--- src/eeprom_config.svh ---
`ifndef EEPROM_CONFIG_SVH
`define EEPROM_CONFIG_SVH

// CLK cycles per SCL quarter, 4 quarters per bit slot
`define EEPROM_CLK_DIV 1

// 2 KB array, bits 10..8 go out in the control byte
`define EEPROM_ADDR_W 11

`define EEPROM_DEV_CODE 4'b1010

`endif

--- src/eeprom_pkg.sv ---
`default_nettype none
`include "eeprom_config.svh"

package eeprom_pkg;

    typedef logic [`EEPROM_ADDR_W-1:0] addr_t;
    typedef logic [7:0] byte_t;

    typedef enum logic {
        OP_WRITE = 1'b0,
        OP_READ  = 1'b1
    } op_e;

    // what the engine sampled at an scl high midpoint
    typedef enum logic [1:0] {
        SMP_ACK  = 2'd0,  // device ack slot
        SMP_DATA = 2'd1   // read data bit
    } sample_kind_e;

endpackage

`default_nettype wire

--- src/eeprom_cmd_if.sv ---
`timescale 1ns/100ps
`default_nettype none

interface eeprom_cmd_if;
    import eeprom_pkg::*;

    logic  start;  // one cycle, fields valid
    op_e   op;
    addr_t addr;
    byte_t wdata;
    logic  done;   // one cycle after stop

    modport decode (
        output start,
        output op,
        output addr,
        output wdata,
        input  done
    );

    modport engine (
        input  start,
        input  op,
        input  addr,
        input  wdata,
        output done
    );

endinterface

`default_nettype wire

--- src/eeprom_sample_if.sv ---
`timescale 1ns/100ps
`default_nettype none

interface eeprom_sample_if;
    import eeprom_pkg::*;

    logic         sample;
    sample_kind_e kind;
    logic         bit_val;
    logic         abort;  // same cycle as a failed ack sample

    modport engine (
        output sample,
        output kind,
        output bit_val,
        input  abort
    );

    modport result (
        input  sample,
        input  kind,
        input  bit_val,
        output abort
    );

endinterface

`default_nettype wire

--- src/eeprom_bus_engine.sv ---
`timescale 1ns/100ps
`default_nettype none
`include "eeprom_config.svh"

module eeprom_bus_engine (
    input  wire logic       CLK,
    input  wire logic       RESET,
    eeprom_cmd_if.engine    cmd,
    eeprom_sample_if.engine smp,
    output logic            scl,
    output logic            sda_out,
    output logic            sda_oe,
    input  wire logic       sda_in
);
    import eeprom_pkg::*;

    localparam int DIV = `EEPROM_CLK_DIV;

    // ST_START also serves as the repeated start of a read
    typedef enum logic [3:0] {
        ST_IDLE,
        ST_START,
        ST_CTRL_W,
        ST_ADDR,
        ST_WDATA,
        ST_CTRL_R,
        ST_RDATA,
        ST_STOP
    } state_e;

    state_e      state;
    logic [15:0] div_cnt;
    logic        tick;
    logic [1:0]  q;         // quarter within the bit slot
    logic [3:0]  bitcnt;    // 8 is the ack or nack slot
    byte_t       tx_byte;
    byte_t       ctrl_byte;
    logic        rd_phase;  // past the dummy write of a read
    logic        byte_out;
    logic        scl_d;
    logic        sda_d;
    logic        oe_d;
    logic        cond_state;

    assign tick       = (div_cnt == 16'(DIV - 1));
    assign byte_out   = (state == ST_CTRL_W) || (state == ST_ADDR) ||
                        (state == ST_WDATA) || (state == ST_CTRL_R);
    assign ctrl_byte  = {`EEPROM_DEV_CODE, cmd.addr[`EEPROM_ADDR_W-1 -: 3], rd_phase};
    assign cond_state = (state == ST_START) || (state == ST_STOP);

    always_ff @(posedge CLK)
    begin
        if (RESET || state == ST_IDLE)
            div_cnt <= '0;
        else if (tick)
            div_cnt <= '0;
        else
            div_cnt <= div_cnt + 16'd1;
    end

    // bus levels for the current quarter
    always_comb
    begin
        scl_d = 1'b1;
        sda_d = 1'b1;
        oe_d  = 1'b0;
        case (state)
            ST_START:
            begin
                scl_d = (q == 2'd1) || (q == 2'd2);
                sda_d = (q == 2'd0) || (q == 2'd1);  // falls with scl high
                oe_d  = 1'b1;
            end
            ST_CTRL_W, ST_ADDR, ST_WDATA, ST_CTRL_R:
            begin
                scl_d = (q == 2'd1) || (q == 2'd2);
                sda_d = (bitcnt == 4'd8) ? 1'b1 : tx_byte[7];
                oe_d  = (bitcnt != 4'd8);  // released for device ack
            end
            ST_RDATA:
            begin
                scl_d = (q == 2'd1) || (q == 2'd2);
                oe_d  = (bitcnt == 4'd8);  // master nack drives 1
            end
            ST_STOP:
            begin
                scl_d = (q != 2'd0);
                sda_d = (q >= 2'd2);  // rises with scl high
                oe_d  = (q != 2'd3);
            end
            default:
            begin
                scl_d = 1'b1;
            end
        endcase
    end

    always_ff @(posedge CLK)
    begin
        if (RESET)
        begin
            scl     <= 1'b1;
            sda_out <= 1'b1;
            sda_oe  <= 1'b0;
        end
        else
        begin
            scl     <= scl_d;
            sda_out <= sda_d;
            sda_oe  <= oe_d;
        end
    end

    always_ff @(posedge CLK)
    begin
        if (RESET)
        begin
            state      <= ST_IDLE;
            q          <= 2'd0;
            bitcnt     <= 4'd0;
            rd_phase   <= 1'b0;
            cmd.done   <= 1'b0;
            smp.sample <= 1'b0;
        end
        else
        begin
            cmd.done   <= 1'b0;
            smp.sample <= 1'b0;
            if (state == ST_IDLE)
            begin
                q      <= 2'd0;
                bitcnt <= 4'd0;
                if (cmd.start)
                begin
                    state    <= ST_START;
                    rd_phase <= 1'b0;
                end
            end
            else if (tick)
            begin
                q <= q + 2'd1;
                // scl high midpoint
                if (q == 2'd2 && ((byte_out && bitcnt == 4'd8) ||
                                  (state == ST_RDATA && bitcnt != 4'd8)))
                    smp.sample <= 1'b1;
                if (q == 2'd3)
                begin
                    if (state == ST_STOP)
                    begin
                        state    <= ST_IDLE;
                        cmd.done <= 1'b1;
                    end
                    else if (state == ST_START)
                        state <= rd_phase ? ST_CTRL_R : ST_CTRL_W;
                    else if (bitcnt != 4'd8)
                        bitcnt <= bitcnt + 4'd1;
                    else
                    begin
                        bitcnt <= 4'd0;
                        if (smp.abort)
                            state <= ST_STOP;  // no ack from the device
                        else
                        begin
                            case (state)
                                ST_CTRL_W:
                                    state <= ST_ADDR;
                                ST_ADDR:
                                    if (cmd.op == OP_READ)
                                    begin
                                        state    <= ST_START;
                                        rd_phase <= 1'b1;
                                    end
                                    else
                                        state <= ST_WDATA;
                                ST_CTRL_R:
                                    state <= ST_RDATA;
                                default:
                                    state <= ST_STOP;  // after write data or the nack
                            endcase
                        end
                    end
                end
            end
        end
    end

    // shifter, loaded at slot ends
    always_ff @(posedge CLK)
    begin
        if (state != ST_IDLE && tick && q == 2'd3)
        begin
            if (state == ST_START)
                tx_byte <= ctrl_byte;
            else if (bitcnt != 4'd8)
                tx_byte <= {tx_byte[6:0], 1'b0};
            else if (state == ST_CTRL_W)
                tx_byte <= cmd.addr[7:0];
            else
                tx_byte <= cmd.wdata;  // only sent after the address byte
        end
    end

    always_ff @(posedge CLK)
    begin
        if (tick && q == 2'd2)
        begin
            smp.kind    <= (state == ST_RDATA) ? SMP_DATA : SMP_ACK;
            smp.bit_val <= sda_in;
        end
    end

    a_sda_stable: assert property (@(posedge CLK) disable iff (RESET)
        (scl && $past(scl) && sda_out != $past(sda_out)) |-> $past(cond_state));

    // a new command only reaches an idle engine
    a_start_idle: assert property (@(posedge CLK) disable iff (RESET)
        cmd.start |-> (state == ST_IDLE));

endmodule

`default_nettype wire

--- src/eeprom_ctrl_top.sv ---
`timescale 1ns/100ps
`default_nettype none
`include "eeprom_config.svh"

module eeprom_ctrl_top (
    input  wire logic                      CLK,
    input  wire logic                      RESET,
    input  wire logic                      req,
    input  wire logic                      we,
    input  wire logic [`EEPROM_ADDR_W-1:0] addr,
    input  wire eeprom_pkg::byte_t         wdata,
    output logic                           ack,
    output eeprom_pkg::byte_t              rdata,
    output logic                           err,
    output logic                           scl,
    output logic                           sda_out,
    output logic                           sda_oe,
    input  wire logic                      sda_in
);

    eeprom_cmd_if    cmd ();
    eeprom_sample_if smp ();

    eeprom_req_decode u_decode (
        .CLK   (CLK),
        .RESET (RESET),
        .req   (req),
        .we    (we),
        .addr  (addr),
        .wdata (wdata),
        .ack   (ack),
        .cmd   (cmd.decode)
    );

    eeprom_bus_engine u_engine (
        .CLK     (CLK),
        .RESET   (RESET),
        .cmd     (cmd.engine),
        .smp     (smp.engine),
        .scl     (scl),
        .sda_out (sda_out),
        .sda_oe  (sda_oe),
        .sda_in  (sda_in)
    );

    // err clears as each new transfer starts
    eeprom_read_result u_result (
        .CLK        (CLK),
        .RESET      (RESET),
        .smp        (smp.result),
        .start_seen (cmd.start),
        .rdata      (rdata),
        .err        (err)
    );

endmodule

`default_nettype wire

--- src/eeprom_read_result.sv ---
`timescale 1ns/100ps
`default_nettype none

module eeprom_read_result (
    input  wire logic       CLK,
    input  wire logic       RESET,
    eeprom_sample_if.result smp,
    input  wire logic       start_seen,
    output eeprom_pkg::byte_t rdata,
    output logic            err
);
    import eeprom_pkg::*;

    logic [6:0] shreg;  // first seven bits, msb first
    logic [3:0] nbits;

    // nack from the device ends the transfer
    assign smp.abort = smp.sample && (smp.kind == SMP_ACK) && smp.bit_val;

    always_ff @(posedge CLK)
    begin
        if (RESET)
        begin
            nbits <= 4'd0;
            err   <= 1'b0;
            rdata <= '0;
        end
        else if (start_seen)
        begin
            nbits <= 4'd0;
            err   <= 1'b0;
        end
        else if (smp.sample)
        begin
            if (smp.kind == SMP_ACK)
                err <= smp.bit_val;
            else
            begin
                nbits <= nbits + 4'd1;
                if (nbits == 4'd7)
                    rdata <= {shreg, smp.bit_val};  // eighth bit
            end
        end
    end

    always_ff @(posedge CLK)
    begin
        if (smp.sample && smp.kind == SMP_DATA)
            shreg <= {shreg[5:0], smp.bit_val};
    end

    a_max_bits: assert property (@(posedge CLK) disable iff (RESET)
        (smp.sample && smp.kind == SMP_DATA) |-> (nbits < 4'd8));

endmodule

`default_nettype wire

--- src/eeprom_req_decode.sv ---
`timescale 1ns/100ps
`default_nettype none

module eeprom_req_decode (
    input  wire logic              CLK,
    input  wire logic              RESET,
    input  wire logic              req,
    input  wire logic              we,
    input  wire eeprom_pkg::addr_t addr,
    input  wire eeprom_pkg::byte_t wdata,
    output logic                   ack,
    eeprom_cmd_if.decode           cmd
);
    import eeprom_pkg::*;

    typedef enum logic [1:0] {
        ST_IDLE,
        ST_BUSY,
        ST_ACK
    } state_e;

    state_e state;

    always_ff @(posedge CLK)
    begin
        if (RESET)
        begin
            state     <= ST_IDLE;
            ack       <= 1'b0;
            cmd.start <= 1'b0;
        end
        else
        begin
            cmd.start <= 1'b0;
            case (state)
                ST_IDLE:
                    if (req)
                    begin
                        cmd.start <= 1'b1;
                        state     <= ST_BUSY;
                    end
                ST_BUSY:
                    if (cmd.done)
                    begin
                        ack   <= 1'b1;  // rdata and err settle with done
                        state <= ST_ACK;
                    end
                ST_ACK:
                    if (!req)  // return to zero
                    begin
                        ack   <= 1'b0;
                        state <= ST_IDLE;
                    end
                default:
                    state <= ST_IDLE;
            endcase
        end
    end

    // command fields, held until the next request
    always_ff @(posedge CLK)
    begin
        if (state == ST_IDLE && req)
        begin
            cmd.op    <= we ? OP_WRITE : OP_READ;
            cmd.addr  <= addr;
            cmd.wdata <= wdata;
        end
    end

    // one transfer in flight
    a_done_busy: assert property (@(posedge CLK) disable iff (RESET)
        cmd.done |-> (state == ST_BUSY));

endmodule

`default_nettype wire

--- config.mk ---
export PLATFORM = sky130hd
export DESIGN_NAME = eeprom_ctrl_top
export DESIGN_NICKNAME = d
export VERILOG_FILES = /design/src/eeprom_pkg.sv /design/src/eeprom_cmd_if.sv /design/src/eeprom_sample_if.sv /design/src/eeprom_bus_engine.sv /design/src/eeprom_ctrl_top.sv /design/src/eeprom_read_result.sv /design/src/eeprom_req_decode.sv
export VERILOG_INCLUDE_DIRS = /design/src /design/src/src
export SDC_FILE = /design/constraint.sdc
export NUM_CORES = 1
export LEC_CHECK = 0
export ABC_AREA = 1
export BUFFER_PORTS_ARGS = -buffer_cell sky130_fd_sc_hd__buf_4
export CAP_MARGIN = 15
export CELL_PAD_IN_SITES_DETAIL_PLACEMENT = 1
export CELL_PAD_IN_SITES_GLOBAL_PLACEMENT = 1
export CORE_ASPECT_RATIO = 0.75
export CORE_UTILIZATION = 45
export CTS_CLUSTER_SIZE = 14
export DETAILED_ROUTE_END_ITERATION = 8
export GPL_TIMING_DRIVEN = 0
export PLACE_DENSITY = 0.85
export RECOVER_POWER = 25
export SYNTH_ARGS = -nofsm -noshare
export SYNTH_HDL_FRONTEND = slang
export SYNTH_SLANG_ARGS = --single-unit
--- constraint.sdc ---
create_clock -name CLK -period 2.1 [get_ports CLK]
set_input_delay 0.315 -clock CLK [delete_from_list [all_inputs] [get_ports CLK]]
set_output_delay 0.315 -clock CLK [all_outputs]
set_load 0.02 [all_outputs]
Word level (Yosys, flattened, before mapping):

Index checks and enable logic that the tools add are counted.

* $add $sub $neg: 4
* $lt $le $gt $ge: 1
* equal/unequal tests: 26
* multiplexer cells: 41
* bitwise gates (word level): 7
* reduce and logical (&&, ||, !) cells: 45

Operators by type and width (number)
* two-way mux 4 bit: 10
* equality test 4 x 3 -> 1 bit, second input constant: 5
* two-way mux 1 bit: 18
* adder 16 x 1 -> 16 bit, second input constant: 1
* zero test 16 bit: 1
* two-way mux 8 bit: 2
* case mux 4 bit (3 select lines): 1
* AND reduction 4 bit: 3
* nonzero test 2 bit: 6
* logical AND 1 bit: 10
* != test 2 x 1 -> 1 bit, second input constant: 5
* AND reduction 9 bit: 1
* adder 4 x 1 -> 4 bit, second input constant: 2
* equality test 4 x 2 -> 1 bit, second input constant: 2
* != test 2 bit, second input constant: 4
* OR reduction 2 bit: 4
* OR reduction 4 bit: 2
* logical OR 1 bit: 7
* NOT 1 bit: 7
* equality test 2 x 1 -> 1 bit, second input constant: 3
* equality test 2 bit, second input constant: 3
* zero test 2 bit: 3
* two-way mux 2 bit: 3
* two-way mux 3 bit: 2
* 16 further kinds: 19

* register bits after elaboration: 87
* bits of input ports: 24
* output and inout bits: 13
* logic and storage cells: 148

Logic depth before layout (Yosys ltp):

Gate-level depths: netlist of run 1.

* depth after elaboration: 10
* gate-level depth with buffers: 11
* depth with buffers taken out: 10

Cells and area by module:

A second synthesis of run 1 with hierarchy kept.

* cell total of the unflattened synthesis: 458
* area total of the unflattened synthesis: 4016.4 sq um

By module, submodules not included
* eeprom_bus_engine: times used 1, cells an instance 315, area each 2353.5 sq um, seq. area each 920.9 sq um
* eeprom_read_result: times used 1, cells an instance 102, area each 894.6 sq um, seq. area each 470.5 sq um
* eeprom_req_decode: times used 1, cells an instance 41, area each 768.2 sq um, seq. area each 680.7 sq um

Worst setup path after synthesis of run 1:

Ideal clock, no wire load.

* path kind: flip-flop to flip-flop
* start point: register u_engine.div_cnt[0]
* end point: register u_engine.tx_byte[0] (enable)
* library setup time: 370 ps
* data arrival time: 1518 ps
* data required time: 1730 ps
* setup slack: 212 ps
* cell stages (with the launch flop): 9
* buffers on the path: 0
* period minus slack after synthesis: 1888 ps
* path through: dfxtp_1 inv_1 ha_1 nand3_1 nor2_2 nand2_2 nor2_4 inv_2 nor2_1

* cells in the longest elaborated chain, start to end: 3

RTL lines
* start, declared: line eeprom_bus_engine.sv:32 `logic [15:0] div_cnt;`
* start signal, assigned: line eeprom_bus_engine.sv:58 `div_cnt <= div_cnt + 16'd1;`
* zero test 16 bit: line eeprom_bus_engine.sv:45 `assign tick = (div_cnt == 16'(DIV - 1));`
* logical AND 1 bit (2 in a row): line eeprom_bus_engine.sv:190 `if (state != ST_IDLE && tick && q == 2'd3)`
* end signal, assigned: line eeprom_bus_engine.sv:193 `tx_byte <= ctrl_byte;`
* end signal, assigned: line eeprom_bus_engine.sv:195 `tx_byte <= {tx_byte[6:0], 1'b0};`
* end signal, assigned: line eeprom_bus_engine.sv:197 `tx_byte <= cmd.addr[7:0];`
* end, declared: line eeprom_bus_engine.sv:36 `byte_t tx_byte;`

No other way between the ends.
A chain may end at the register's enable or synchronous reset.

Final worst setup path of run 1:

* start point: register u_engine.bitcnt[0]
* end point: register u_engine.tx_byte[0], data pin

* cells in the longest elaborated chain, start to end: 3

RTL lines
* start, declared: line eeprom_bus_engine.sv:35 `logic [3:0] bitcnt;`
* start signal, assigned: line eeprom_bus_engine.sv:156 `bitcnt <= bitcnt + 4'd1;`
* != test 4 bit: line eeprom_bus_engine.sv:194 `else if (bitcnt != 4'd8)`
* two-way mux 8 bit: line eeprom_bus_engine.sv:194
* two-way mux 4 bit: line eeprom_bus_engine.sv:192 `if (state == ST_START)`

No other way between the ends.

==> impl_results.md, run 1 <==
* Grt ovf at 0
* Initial antenna violation count at 0
* Setup violators final at 0
* Initial Util at 47.6%
* Hold depth at 1
* Top_reg_cell synth: dfxtp_1
* CP Data Required Time at 2.19 ns
* Routed Antenna Nets at 0
* Die Y at around 82 um
* Bufs on Longest Clock Path at 2
* Area Growth Syn to Fin at 19.1%
* H-tree depth at 3
* CTS hold repair buffers at 0
* Pleak at 1.80 nW
* Ys async rst share at 0%
* Met3 WL at between 300 and 400 um
* Crit start category: register
* Crit path DAT at just over 2 ns
* Sequential Power Share at a little under half
* Clk_skew at about 0.0073 ns
* Final net count at around 500
* Mapped Avg Cell Area at around 9 sq um
* Max cap viols at 0
* # diodes at 0
* Die X at between 100 and 150 um
* Vias/cell at about 5.2
* Worst IR drop on VDD at ~0.6 mV
* Wirelength per Cell at about 16 um
* Post-route minimum period at between 1.5 and 2 ns
* Largest area contributor in the netlist: edfxtp_1
* Largest net degree at the start of global routing at 21
* RSZ-0062 raised after global routing: no
* Sequential share of the synthesized area at a little over half
* Yosys warnings at 0
* Post-route clock period utilization at ~92%
* FMAX at between 500 and 600 MHz
* Power Density at 829 nW/um^2
* Sw power at 871 uW
* Clock share of power at between 40% and 50%
* Clock Latency Late Sink at around 0.34 ns
* Internal at ~3 mW
* Sw frac at a little under a quarter
* DRC at 0
* DR vias at 3048
* Initial DRC count at 139
* Share of power burned in combinational logic at under 10%
* EDFF count, synth at 37
* Max-slew violation count at 0
* Core area at roughly 8000 sq um
* Root buf cell: clkbuf_16
* Num rows at 28
* Hold crit path type: input port to register
* CTS clk-pin slew, worst paths at roughly 0.060 ns
* Post-synth top area share at approximately 29%
* Netlist Area Pre-Place at 3830 sq um
* WS Path Type: register to register
* CP endpoint kind: register
* Post-synthesis register bit count at between 80 and 90
* WL final at 9280 um
* Global-route wire length before repair at about 15000 um
* CTS Buf Count at 9
* Cell variety after synth at 38
* Pre-Repair DR Iteration Count at 4
* Routed wl met2 at ~4500 um
* CTS tree: yes
* Area contributors post-synth: edfxtp_1 (29%), dfxtp_1 (25%), nor2_1 (7.0%), nand2_1 (6.8%), inv_1 (3.9%)
* Status: finished, final reports clean
* Post-synth top cells: nor2_1 (71), nand2_1 (69), dfxtp_1 (48), inv_1 (40), edfxtp_1 (37)
* Setup WS post-layout at 0.171 ns
* Setup WS pre-CTS at -0.245 ns
* Worst Reg-to-Reg Cells at 9
* PortBufs at 35
* Layout cells sized above 1 at 20.7%
* Vias in the first global route at about 3100
* Total global-route track usage at a little under a quarter
* Final core occ at a little under three fifths
* CP Max Fanout at 10
* HPWL Detailed at 6520 um
* Slew margin rel. at between 40% and 50%
* Most frequent cell after synthesis: nor2_1
* Max layer used: met4
* Die outline area at about 8900 sq um
* Syn Nets at 460
* Placer Congestion at 0.831
* Io pins at 37
* CTS sink count at 85
* Post-Syn Instances at around 430
* Fin. Hold Viols at 0
* Power Total at 3.79 mW
* Worst-margin pin slew at just over 0.8 ns
* Met1 Wirelength at 4360 um
[per-stage QoR]
step | TNS, ns | instances | hold slack, ns | instance area [sq um]
floorplan | 0 | 426 | 0.414 | 3830
global placement | -1.30 | 566 | 0.429 | 4230
detailed placement | -1.96 | 566 | 0.447 | 4230
CTS | 0 | 582 | 0.141 | 4550
global route | 0 | 584 | 0.162 | 4570
finish | 0 | 584 | 0.169 | 4570
[cell families after synthesis]
kind of cell | synth area share (%)
xor+xnor | 1.37
compound gates | 8.91
fa+ha+maj | 3.26
buf+inv | 5.74
simple gates | 26.7
flops | 54.0
[metal layers]
metal,vias up,track usage [%]
met1,1488,28.4
met3,8,5.48
li1,1507,-
met2,45,38.5
met5,-,0
met4,0,7.16
[layout make-up]
cell class                 instances  area, sq um
fill                             923         3490
sequential                        85         2070
multi-input combinational        286         1550
timing repair buffer              37          278
clock buffer                      10          229
inverter                          50          188
tap                              105          131
clock inverter                     6         85.1
buffer                             5         32.5
[worst paths after layout]
kind | from | endpoint | slack [ns]
max | u_engine.bitcnt[0]$_SDFFE_PP0P_ | u_engine.tx_byte[0]$_DFFE_PP_ | 0.17
min | wdata[1] | u_decode.cmd.wdata[1]$_DFFE_PP_ | 0.17
max reg2reg | u_engine.bitcnt[0]$_SDFFE_PP0P_ | u_engine.tx_byte[0]$_DFFE_PP_ | 0.17
min reg2reg | u_result.shreg[0]$_DFFE_PP_ | u_result.shreg[1]$_DFFE_PP_ | 0.46
[cell usage in the layout, fill, tap and decap left out, types with 2 or more instances in the layout]
| cell | count |
|---|---|
| xor2_1 | 5 |
| a21oi_2 | 5 |
| clkbuf_16 | 9 |
| o21ai_1 | 5 |
| or2_1 | 2 |
| nand2_4 | 3 |
| nor2_1 | 70 |
| inv_2 | 10 |
| inv_1 | 40 |
| nor3_4 | 2 |
| o21ai_0 | 23 |
| o31ai_1 | 2 |
| nand3_1 | 27 |
| ha_1 | 10 |
| o211ai_1 | 3 |
| or2_2 | 4 |
| nor2_2 | 2 |
| clkbuf_1 | 2 |
| nor3_1 | 6 |
| clkbuf_4 | 21 |
| edfxtp_1 | 37 |
| buf_2 | 2 |
| nor3b_1 | 3 |
| clkinv_2 | 2 |
| nor3_2 | 2 |
| bufinv_16 | 2 |
| nand2_2 | 5 |
| a21oi_1 | 21 |
| dfxtp_1 | 48 |
| buf_4 | 17 |
| nand4_1 | 4 |
| nand2_1 | 68 |
| nor2_4 | 6 |
[critical path, stage by stage, from the launching register on]
cell and delay, ns:
dfxtp_1 0.41, inv_1 0.09, ha_1 0.21, nand3_1 0.12, buf_2 0.26, inv_2 0.15, nand2_2 0.17, inv_1 0.08
o211ai_1 0.10, nand2_1 0.09
[flip-flops by register name, summed over array words and instances (netlist names), 2 cells and up]
signal and cells:
u_engine.div_cnt 16, u_decode.cmd.addr 11, u_decode.cmd.wdata 8, u_engine.tx_byte 8, u_result.rdata 8, u_result.shreg 7
u_engine.bitcnt 4, u_result.nbits 4, u_engine.state 3, u_decode.state 2, u_engine.q 2
[power groups by stage]
stage / Combinational [mW] / Sequential (mW) / Clock, mW
3_3_place_gp: 0.279 / 1.83 / 0
6_report: 0.302 / 1.80 / 1.69
2_1_floorplan: 0.184 / 1.83 / 0
5_1_grt: 0.334 / 1.80 / 1.78
3_5_place_dp: 0.295 / 1.83 / 0
4_1_cts: 0.304 / 1.80 / 1.72
[repair_timing]
| item | in CTS | in global routing |
|---|---|---|
| endpoints found under the setup margin | 8 | 11 |
| buffers inserted | 0 | 2 |
| pin swaps | 0 | 1 |
| resized for setup | 2 | 1 |
Power figures use the tool's default switching activity.
==> run 2, diff against run 1 <==
--- a/config.mk
+++ b/config.mk
@@ -12,11 +12,11 @@
 export CELL_PAD_IN_SITES_DETAIL_PLACEMENT = 1
 export CELL_PAD_IN_SITES_GLOBAL_PLACEMENT = 1
 export CORE_ASPECT_RATIO = 0.75
-export CORE_UTILIZATION = 45
+export CORE_UTILIZATION = 40
 export CTS_CLUSTER_SIZE = 14
 export DETAILED_ROUTE_END_ITERATION = 8
 export GPL_TIMING_DRIVEN = 0
-export PLACE_DENSITY = 0.85
+export PLACE_DENSITY = 0.8
 export RECOVER_POWER = 25
 export SYNTH_ARGS = -nofsm -noshare
 export SYNTH_HDL_FRONTEND = slang
==> constraint.sdc (replaced) <==
create_clock -name CLK -period 1.6 [get_ports CLK]
set_input_delay 0.24 -clock CLK [delete_from_list [all_inputs] [get_ports CLK]]
set_output_delay 0.24 -clock CLK [all_outputs]
set_load 0.02 [all_outputs]
==> impl_results.md, run 2 (synthesized netlist as in run 1, its figures left out) <==
* Clock Latency Late Sink at 0.34 ns (about the same)
* Crit path DAT at 1.60 ns (was 2.02 ns)
* Setup violators final at 0 (unchanged)
* Internal at 3.66 mW (was 2.92 mW)
* Sw power at 1.19 mW (was 871 uW)
* Slowest stage delay, CP at 0.33 ns (was 0.41 ns)
* Global-route wire length before repair at 15700 um (was 15000 um)
* FMAX at 634 MHz (was 518 MHz)
* Max cap viols at 0 (unchanged)
* DRC at 0 (unchanged)
* Max reg flops at 16 (unchanged)
* PortBufs at 35 (unchanged)
* Hold path endpoint: u_decode.cmd.wdata[0]$_DFFE_PP_ (was u_decode.cmd.wdata[1]$_DFFE_PP_)
* Die X at 115 um (was 109 um)
* # diodes at 0 (unchanged)
* Area Growth Syn to Fin at 24.6% (was 19.1%)
* Final net count at 520 (was 508)
* WL final at 9890 um (was 9280 um)
* Clk_skew at 0.00551 ns (was 0.00733 ns)
* CTS sink count at 85 (unchanged)
* Core area at 9160 sq um (was 8060 sq um)
* Sequential Power Share at 48.7% (was 47.4%)
* Hold crit path type: input port to register (unchanged)
* CTS clk-pin slew, worst paths at 0.06 ns (about the same)
* CP Max Fanout at 8 (was 10)
* Largest net degree at the start of global routing at 21 (unchanged)
* Io pins at 37 (unchanged)
* Cell Chain, Critical Path: inv_2 > ha_4 > nand3_4 > nor2_4 > nand2_4 > nor2_4 > inv_2 > nor2_4 (was inv_1 > ha_1 > nand3_1 > buf_2 > inv_2 > nand2_2 > inv_1 > o211ai_1 > nand2_1)
* Slew margin rel. at 67.7% (was 44.9%)
* Post-Place Cell Area at 4280 sq um (was 4230 sq um)
* Sw frac at 24.5% (was 23.0%)
* Layout Cells excl Fill at 619 (was 584)
* WP buf/inv at 2 (was 4)
* Pre-Repair DR Iteration Count at 4 (unchanged)
* Die outline area at 9980 sq um (was 8900 sq um)
* CTS Buf Count at 9 (unchanged)
* Hold depth at 1 (unchanged)
* CP Data Required Time at 1.62 ns (was 2.19 ns)
* Worst-margin pin slew at 0.484 ns (was 0.825 ns)
* HP Start: wdata[0] (was wdata[1])
* Clock share of power at 42.7% (was 44.6%)
* WS Path Type: register to register (unchanged)
* Reg-to-reg startpoint: u_engine.div_cnt[0]$_SDFF_PP0_ (was u_engine.bitcnt[0]$_SDFFE_PP0P_)
* Hold_ws at 0.0917 ns (was 0.169 ns)
* Routed Antenna Nets at 0 (unchanged)
* CP endpoint kind: register (unchanged)
* Post-route minimum period at 1.58 ns (was 1.93 ns)
* Share of power burned in combinational logic at 8.6% (was 8.0%)
* Placer Congestion at 0.848 (was 0.831)
* Power Total at 4.85 mW (was 3.79 mW)
* Power Density at 1010 nW/um^2 (was 829 nW/um^2)
* CTS tree: yes (unchanged)
* Num rows at 30 (was 28)
* Initial DRC count at 213 (was 139)
* Fin. Hold Viols at 0 (unchanged)
* Design area at 4780 sq um (was 4570 sq um)
* RR Endpoint: u_engine.tx_byte[6]$_SDFFCE_PP0P_ (was u_engine.tx_byte[0]$_DFFE_PP_)
* Initial antenna violation count at 0 (unchanged)
* Layout cells sized above 1 at 26.5% (was 20.7%)
* Reg-to-reg setup timing slack at 0.02 ns (was 0.17 ns)
* Status: finished, final reports clean (unchanged)
* Worst IR drop on VDD at 0.544 mV (was 0.599 mV)
* Vias/cell at 5.01 (was 5.22)
* Total global-route track usage at 21.1% (was 22.6%)
* Bufs on Longest Clock Path at 2 (unchanged)
* Wirelength per Cell at 16.0 um (was 15.9 um)
* Post-route clock period utilization at 98.6% (was 91.9%)
* Die Y at 86.8 um (was 81.9 um)
* Top Registers: u_engine.div_cnt x16, u_decode.cmd.addr x11 (unchanged)
* Grt ovf at 0 (unchanged)
* H-tree depth at 3 (unchanged)
* Max-slew violation count at 0 (unchanged)
* Vias in the first global route at 3197 (was 3119)
* Placed cell count at 589 (was 566)
* DR vias at 3102 (was 3048)
* HPWL Detailed at 6530 um (was 6520 um)
* Crit-path slowest cell: dfxtp_2 (was dfxtp_1)
* Commonest cells after routing, fill and taps aside: nand2_1 (67), nor2_1 (67), dfxtp_1 (40) (was nor2_1 (70), nand2_1 (68), dfxtp_1 (48))
* Largest register by flop count: u_engine.div_cnt (unchanged)
* Crit start category: register (unchanged)
* RSZ-0062 raised after global routing: yes (was no)
* Worst Reg-to-Reg Cells at 8 (was 9)
* Root buf cell: clkbuf_16 (unchanged)
* CP dominant cell by count: nor2_4 (was inv_1)
* Initial Util at 41.9% (was 47.6%)
* Top Family by Delay on Critical Path: simple AND/OR/NAND/NOR gates (was buffers and inverters)
* Pleak at 1.87 nW (was 1.80 nW)
* Setup TNS at 0 ns (unchanged)
[run 2: cell type report]
cell class	count	area (sq um)
inverters	50	199
repair buffers	49	380
fillers	1093	4380
multi-input cells	286	1620
flip-flops and latches	85	2080
plain buffers	5	42.5
well taps	128	160
clock inverters	4	27.5
clock buffers	12	268
[run 2: worst max-delay path by stage]
stage / startpoint / end / slack, ns / cells after the start
2_1_floorplan: u_engine.div_cnt[0]$_SDFF_PP0_ / u_engine.tx_byte[0]$_DFFE_PP_ / 0.004 / 8
3_3_place_gp: u_engine.bitcnt[0]$_SDFFE_PP0P_ / u_engine.tx_byte[0]$_DFFE_PP_ / -0.26 / 9
3_5_place_dp: u_engine.bitcnt[0]$_SDFFE_PP0P_ / u_engine.tx_byte[1]$_DFFE_PP_ / -0.31 / 9
4_1_cts: u_engine.div_cnt[0]$_SDFF_PP0_ / u_engine.tx_byte[3]$_DFFE_PP_ / 0.004 / 8
5_1_grt: u_engine.div_cnt[0]$_SDFF_PP0_ / u_engine.tx_byte[4]$_SDFFCE_PP0P_ / -0.04 / 8
6_report: u_engine.div_cnt[0]$_SDFF_PP0_ / u_engine.tx_byte[6]$_SDFFCE_PP0P_ / 0.02 / 8
[run 2: metrics by stage]
step / utilization, % / setup slack, ns
finish: 52.1 / 0.0219
global route: 52.1 / -0.0380
CTS: 51.1 / 0.00395
detailed placement: 46.8 / -0.311
global placement: 46.8 / -0.256
floorplan: - / 0.00426
[run 2: worst reg2reg max path, cell delays in order, from the launching register on]
cell and delay [ns]:
dfxtp_2 0.33, inv_2 0.07, ha_4 0.14, nand3_4 0.08, nor2_4 0.12, nand2_4 0.07
nor2_4 0.14, inv_2 0.07, nor2_4 0.25
[run 2: what timing repair did]
action                     4_1_cts  5_1_grt
pin swaps                        5        7
setup buffers                   10        4
gates resized for setup          9       16
setup endpoints to repair       27       56
hold buffers                     0        0
[run 2: layer usage]
metal  vias to the layer above  GRT usage (%)  part of all wire [%]  wire length [um]
li1                       1533              -                     -                 -
met3                        13           4.41                   3.0               299
met4                         0           7.44                   1.5               152
met2                        46           35.9                    50              4900
met5                         -              0                     0                 0
met1                      1510           26.6                    46              4540
[run 2: power by group through the flow]
stage	registers [mW]	logic, mW	clock network, mW
final	2.36	0.415	2.07
after global routing	2.36	0.452	2.20
after CTS	2.36	0.407	2.10
after detailed placement	2.40	0.391	0
after global placement	2.40	0.371	0
after floorplan	2.41	0.245	0
==> run 3, diff against run 2 <==
--- a/config.mk
+++ b/config.mk
@@ -11,13 +11,14 @@
 export CAP_MARGIN = 15
 export CELL_PAD_IN_SITES_DETAIL_PLACEMENT = 1
 export CELL_PAD_IN_SITES_GLOBAL_PLACEMENT = 1
-export CORE_ASPECT_RATIO = 0.75
-export CORE_UTILIZATION = 40
+export CORE_ASPECT_RATIO = 0.5
+export CORE_UTILIZATION = 41
 export CTS_CLUSTER_SIZE = 14
 export DETAILED_ROUTE_END_ITERATION = 8
 export GPL_TIMING_DRIVEN = 0
-export PLACE_DENSITY = 0.8
+export PLACE_DENSITY = 0.82
 export RECOVER_POWER = 25
 export SYNTH_ARGS = -nofsm -noshare
 export SYNTH_HDL_FRONTEND = slang
+export SYNTH_HIERARCHICAL = 1
 export SYNTH_SLANG_ARGS = --single-unit
==> impl_results.md, run 3 <==
* Status: finished, final reports clean (unchanged)
* Clock share of power at 33.5% (was 42.7%)
* Bufs on Longest Clock Path at 2 (unchanged)
* PortBufs at 36 (was 35)
* Initial Util at 42.4% (was 41.9%)
* Top_reg_cell synth: dfxtp_1 (unchanged)
* Clock Latency Late Sink at 0.34 ns (about the same)
* Largest register by flop count: u_engine/div_cnt (was u_engine.div_cnt)
* Initial antenna violation count at 0 (unchanged)
* CTS tree: yes (unchanged)
* Global-route wire length before repair at 15900 um (was 15700 um)
* Syn Nets at 491 (was 460)
* Worst-margin pin slew at 0.516 ns (was 0.484 ns)
* Most frequent cell after synthesis: nand2_1 (was nor2_1)
* FMAX at 651 MHz (was 634 MHz)
* Hold depth at 1 (unchanged)
* EDFF count, synth at 37 (unchanged)
* Post-route clock period utilization at 96.0% (was 98.6%)
* Num rows at 25 (was 30)
* Sw frac at 32.2% (was 24.5%)
* Slew margin rel. at 65.4% (was 67.7%)
* Area Growth Syn to Fin at 21.1% (was 24.6%)
* Max cap viols at 0 (unchanged)
* Max reg flops at 16 (unchanged)
* Vias in the first global route at 3333 (was 3197)
* RR Endpoint: u_engine/q[0]$_SDFFE_PP0N_ (was u_engine.tx_byte[6]$_SDFFCE_PP0P_)
* Post-synthesis register bit count at 85 (unchanged)
* Fin. Hold Viols at 0 (unchanged)
* Vias/cell at 4.99 (was 5.01)
* Root buf cell: clkbuf_16 (unchanged)
* H-tree depth at 3 (unchanged)
* RSZ-0062 raised after global routing: yes (unchanged)
* HP Start: addr[5] (was wdata[0])
* CTS hold repair buffers at 0 (unchanged)
* Total global-route track usage at 20.5% (was 21.1%)
* Crit-path slowest cell: dfxtp_1 (was dfxtp_2)
* Cell variety after synth at 39 (was 38)
* Cell Chain, Critical Path: inv_1 > ha_1 > nand3_1 > nor2_2 > nand2_4 > buf_4 > buf_4 > o21ai_0 > a21oi_1 (was inv_2 > ha_4 > nand3_4 > nor2_4 > nand2_4 > nor2_4 > inv_2 > nor2_4)
* Layout cells sized above 1 at 23.6% (was 26.5%)
* HPWL Detailed at 6900 um (was 6530 um)
* Sw power at 1.94 mW (was 1.19 mW)
* Setup WS pre-CTS at -0.328 ns (was -0.311 ns)
* Post-synth top area share at 27.7% (was 29.0%)
* Slowest stage delay, CP at 0.34 ns (was 0.33 ns)
* CTS clk-pin slew, worst paths at 0.06 ns (about the same)
* Largest net degree at the start of global routing at 21 (unchanged)
* DRC at 0 (unchanged)
* Pre-Repair DR Iteration Count at 4 (unchanged)
* Final net count at 541 (was 520)
* Post-synth top cells: nand2_1 (78), nor2_1 (63), inv_1 (55), dfxtp_1 (48), edfxtp_1 (37) (was nor2_1 (71), nand2_1 (69), dfxtp_1 (48), inv_1 (40), edfxtp_1 (37))
* Initial DRC count at 128 (was 213)
* CP dominant cell by count: buf_4 (was nor2_4)
* CTS Buf Count at 9 (unchanged)
* Crit path DAT at 1.76 ns (was 1.60 ns)
* WL final at 9750 um (was 9890 um)
* Layout Cells excl Fill at 648 (was 619)
* Yosys warnings at 6 (was 0)
* Setup WS post-layout at 0.0636 ns (was 0.0219 ns)
* Share of power burned in combinational logic at 25.5% (was 8.6%)
* CTS sink count at 85 (unchanged)
* Top Registers: u_engine/div_cnt x16, u_decode/cmd.addr x11 (was u_engine.div_cnt x16, u_decode.cmd.addr x11)
* Pleak at 1.87 nW (about the same)
* Io pins at 37 (unchanged)
* Die Y at 72.0 um (was 86.8 um)
* Power Density at 1240 nW/um^2 (was 1010 nW/um^2)
* Worst IR drop on VDD at 0.518 mV (was 0.544 mV)
* # diodes at 0 (unchanged)
* CP endpoint kind: register (unchanged)
* Post-Place Cell Area at 4460 sq um (was 4280 sq um)
* Setup violators final at 0 (unchanged)
* Core area at 9480 sq um (was 9160 sq um)
* Routed Antenna Nets at 0 (unchanged)
* Mapped Avg Cell Area at 8.77 sq um (was 9.00 sq um)
* Die X at 142 um (was 115 um)
* Wirelength per Cell at 15.0 um (was 16.0 um)
* Commonest cells after routing, fill and taps aside: nand2_1 (73), nor2_1 (60), inv_1 (53) (was nand2_1 (67), nor2_1 (67), dfxtp_1 (40))
* Post-route minimum period at 1.54 ns (was 1.58 ns)
* Grt ovf at 0 (unchanged)
* Max-slew violation count at 0 (unchanged)
* Sequential Power Share at 41.0% (was 48.7%)
* Reg-to-reg startpoint: u_engine/div_cnt[0]$_SDFF_PP0_ (was u_engine.div_cnt[0]$_SDFF_PP0_)
* Placer Congestion at 0.831 (was 0.848)
* Most common cell after layout, fill and taps aside: nand2_1
* Setup crit start: u_engine/div_cnt[0]$_SDFF_PP0_ (was u_engine.div_cnt[0]$_SDFF_PP0_)
* Clk_skew at 0.00573 ns (was 0.00551 ns)
* Hold path endpoint: u_decode/cmd.addr[5]$_DFFE_PP_ (was u_decode.cmd.wdata[0]$_DFFE_PP_)
* Design area at 4860 sq um (was 4780 sq um)
* Internal at 4.08 mW (was 3.66 mW)
* Reg-to-reg setup timing slack at 0.06 ns (was 0.02 ns)
* Worst Reg-to-Reg Cells at 9 (was 8)
* Hold crit path type: input port to register (unchanged)
* Placed cell count at 629 (was 589)
* Ys async rst share at 0% (unchanged)
* Die outline area at 10200 sq um (was 9980 sq um)
* DR vias at 3234 (was 3102)
* WS Path Type: register to register (unchanged)
* Area contributors post-synth: edfxtp_1 (28%), dfxtp_1 (24%), nand2_1 (7.3%), nor2_1 (5.9%), inv_1 (5.1%) (was edfxtp_1 (29%), dfxtp_1 (25%), nor2_1 (7.0%), nand2_1 (6.8%), inv_1 (3.9%))
* CP Max Fanout at 5 (was 8)
* Post-Syn Instances at 458 (was 426)
* Sequential share of the synthesized area at 51.6% (was 54.0%)
* Crit start category: register (unchanged)
* CP Data Required Time at 1.83 ns (was 1.62 ns)
* Largest area contributor in the netlist: edfxtp_1 (unchanged)
* Netlist Area Pre-Place at 4020 sq um (was 3830 sq um)
[run 3: cell count changes after synthesis, sizes merged, moves of 2 or more]
cell	before	now
nand4	5	8
nor4	0	2
nor3b	3	1
buf	4	8
o21a	0	2
nor2	79	74
a21oi	26	37
nand2	76	88
inv	50	62
o21ai	28	18
nand3	29	34
or2	7	5
[run 3: final cells by class]
class / instances / area (sq um)
Fill cell: 1137 / 4620
Sequential cell: 85 / 2070
Multi-Input combinational cell: 302 / 1700
Timing Repair Buffer: 39 / 302
Inverter: 63 / 246
Clock buffer: 12 / 236
Tap cell: 135 / 169
Buffer: 8 / 86.3
Clock inverter: 4 / 48.8
[run 3: cell families after synthesis]
family / count (synthesis) / synth area share, %
xor+xnor: 5 / 1.09
compound gates: 63 / 9.16
simple gates: 224 / 27.3
buf+inv: 71 / 7.97
fa+ha+maj: 9 / 2.80
other cells: 1 / 0.0934
flops: 85 / 51.6
[run 3: worst max path at each step]
stage / slack, ns / endpoint
after floorplan: 0.06 / u_engine/tx_byte[0]$_DFFE_PP_
after global placement: -0.26 / u_engine/tx_byte[2]$_DFFE_PP_
after detailed placement: -0.33 / u_engine/tx_byte[2]$_DFFE_PP_
after CTS: 0.005 / u_engine/tx_byte[2]$_DFFE_PP_
after global routing: -0.02 / u_engine/q[0]$_SDFFE_PP0N_
final: 0.06 / u_engine/q[0]$_SDFFE_PP0N_
[run 3: critical path, delay by kind of cell (launching register included)]
family	cells	cell delay [ns]
DFF	1	0.34
AOI/OAI and AO/OA	2	0.22
and+or+nand+nor	3	0.34
buffers and inverters	3	0.36
adders and majority gates	1	0.18
[run 3: power groups by stage]
stage / clock [mW] / combinational, mW / sequential [mW]
finish: 2.01 / 1.54 / 2.47
global route: 2.17 / 1.66 / 2.48
CTS: 2.08 / 1.47 / 2.46
detailed placement: 0 / 1.42 / 2.51
global placement: 0 / 1.34 / 2.50
floorplan: 0 / 1.01 / 2.52
[run 3: timing repair]
action | in CTS | in global routing
gates resized for setup | 8 | 18
pin swaps | 1 | 2
endpoints found under the setup margin | 36 | 45
buffers inserted | 1 | 2
[run 3: per-layer routing]
metal	share of wire [%]	vias to the layer above	GRT usage, %
li1	-	1589	-
met1	46	1578	24.6
met2	50	51	36.0
met3	2.6	16	4.75
met4	1.8	0	9.20
met5	0	-	0
[run 3: through the flow]
step	hold slack (ns)	power [mW]	util (%)	TNS [ns]
global route	0.0803	6.30	51.3	-0.0552
detailed placement	0.419	3.93	47.1	-3.73
finish	0.0954	6.01	51.3	0
CTS	0.0586	6.01	50.5	0
floorplan	0.302	3.53	-	0
global placement	0.419	3.85	47.1	-2.54
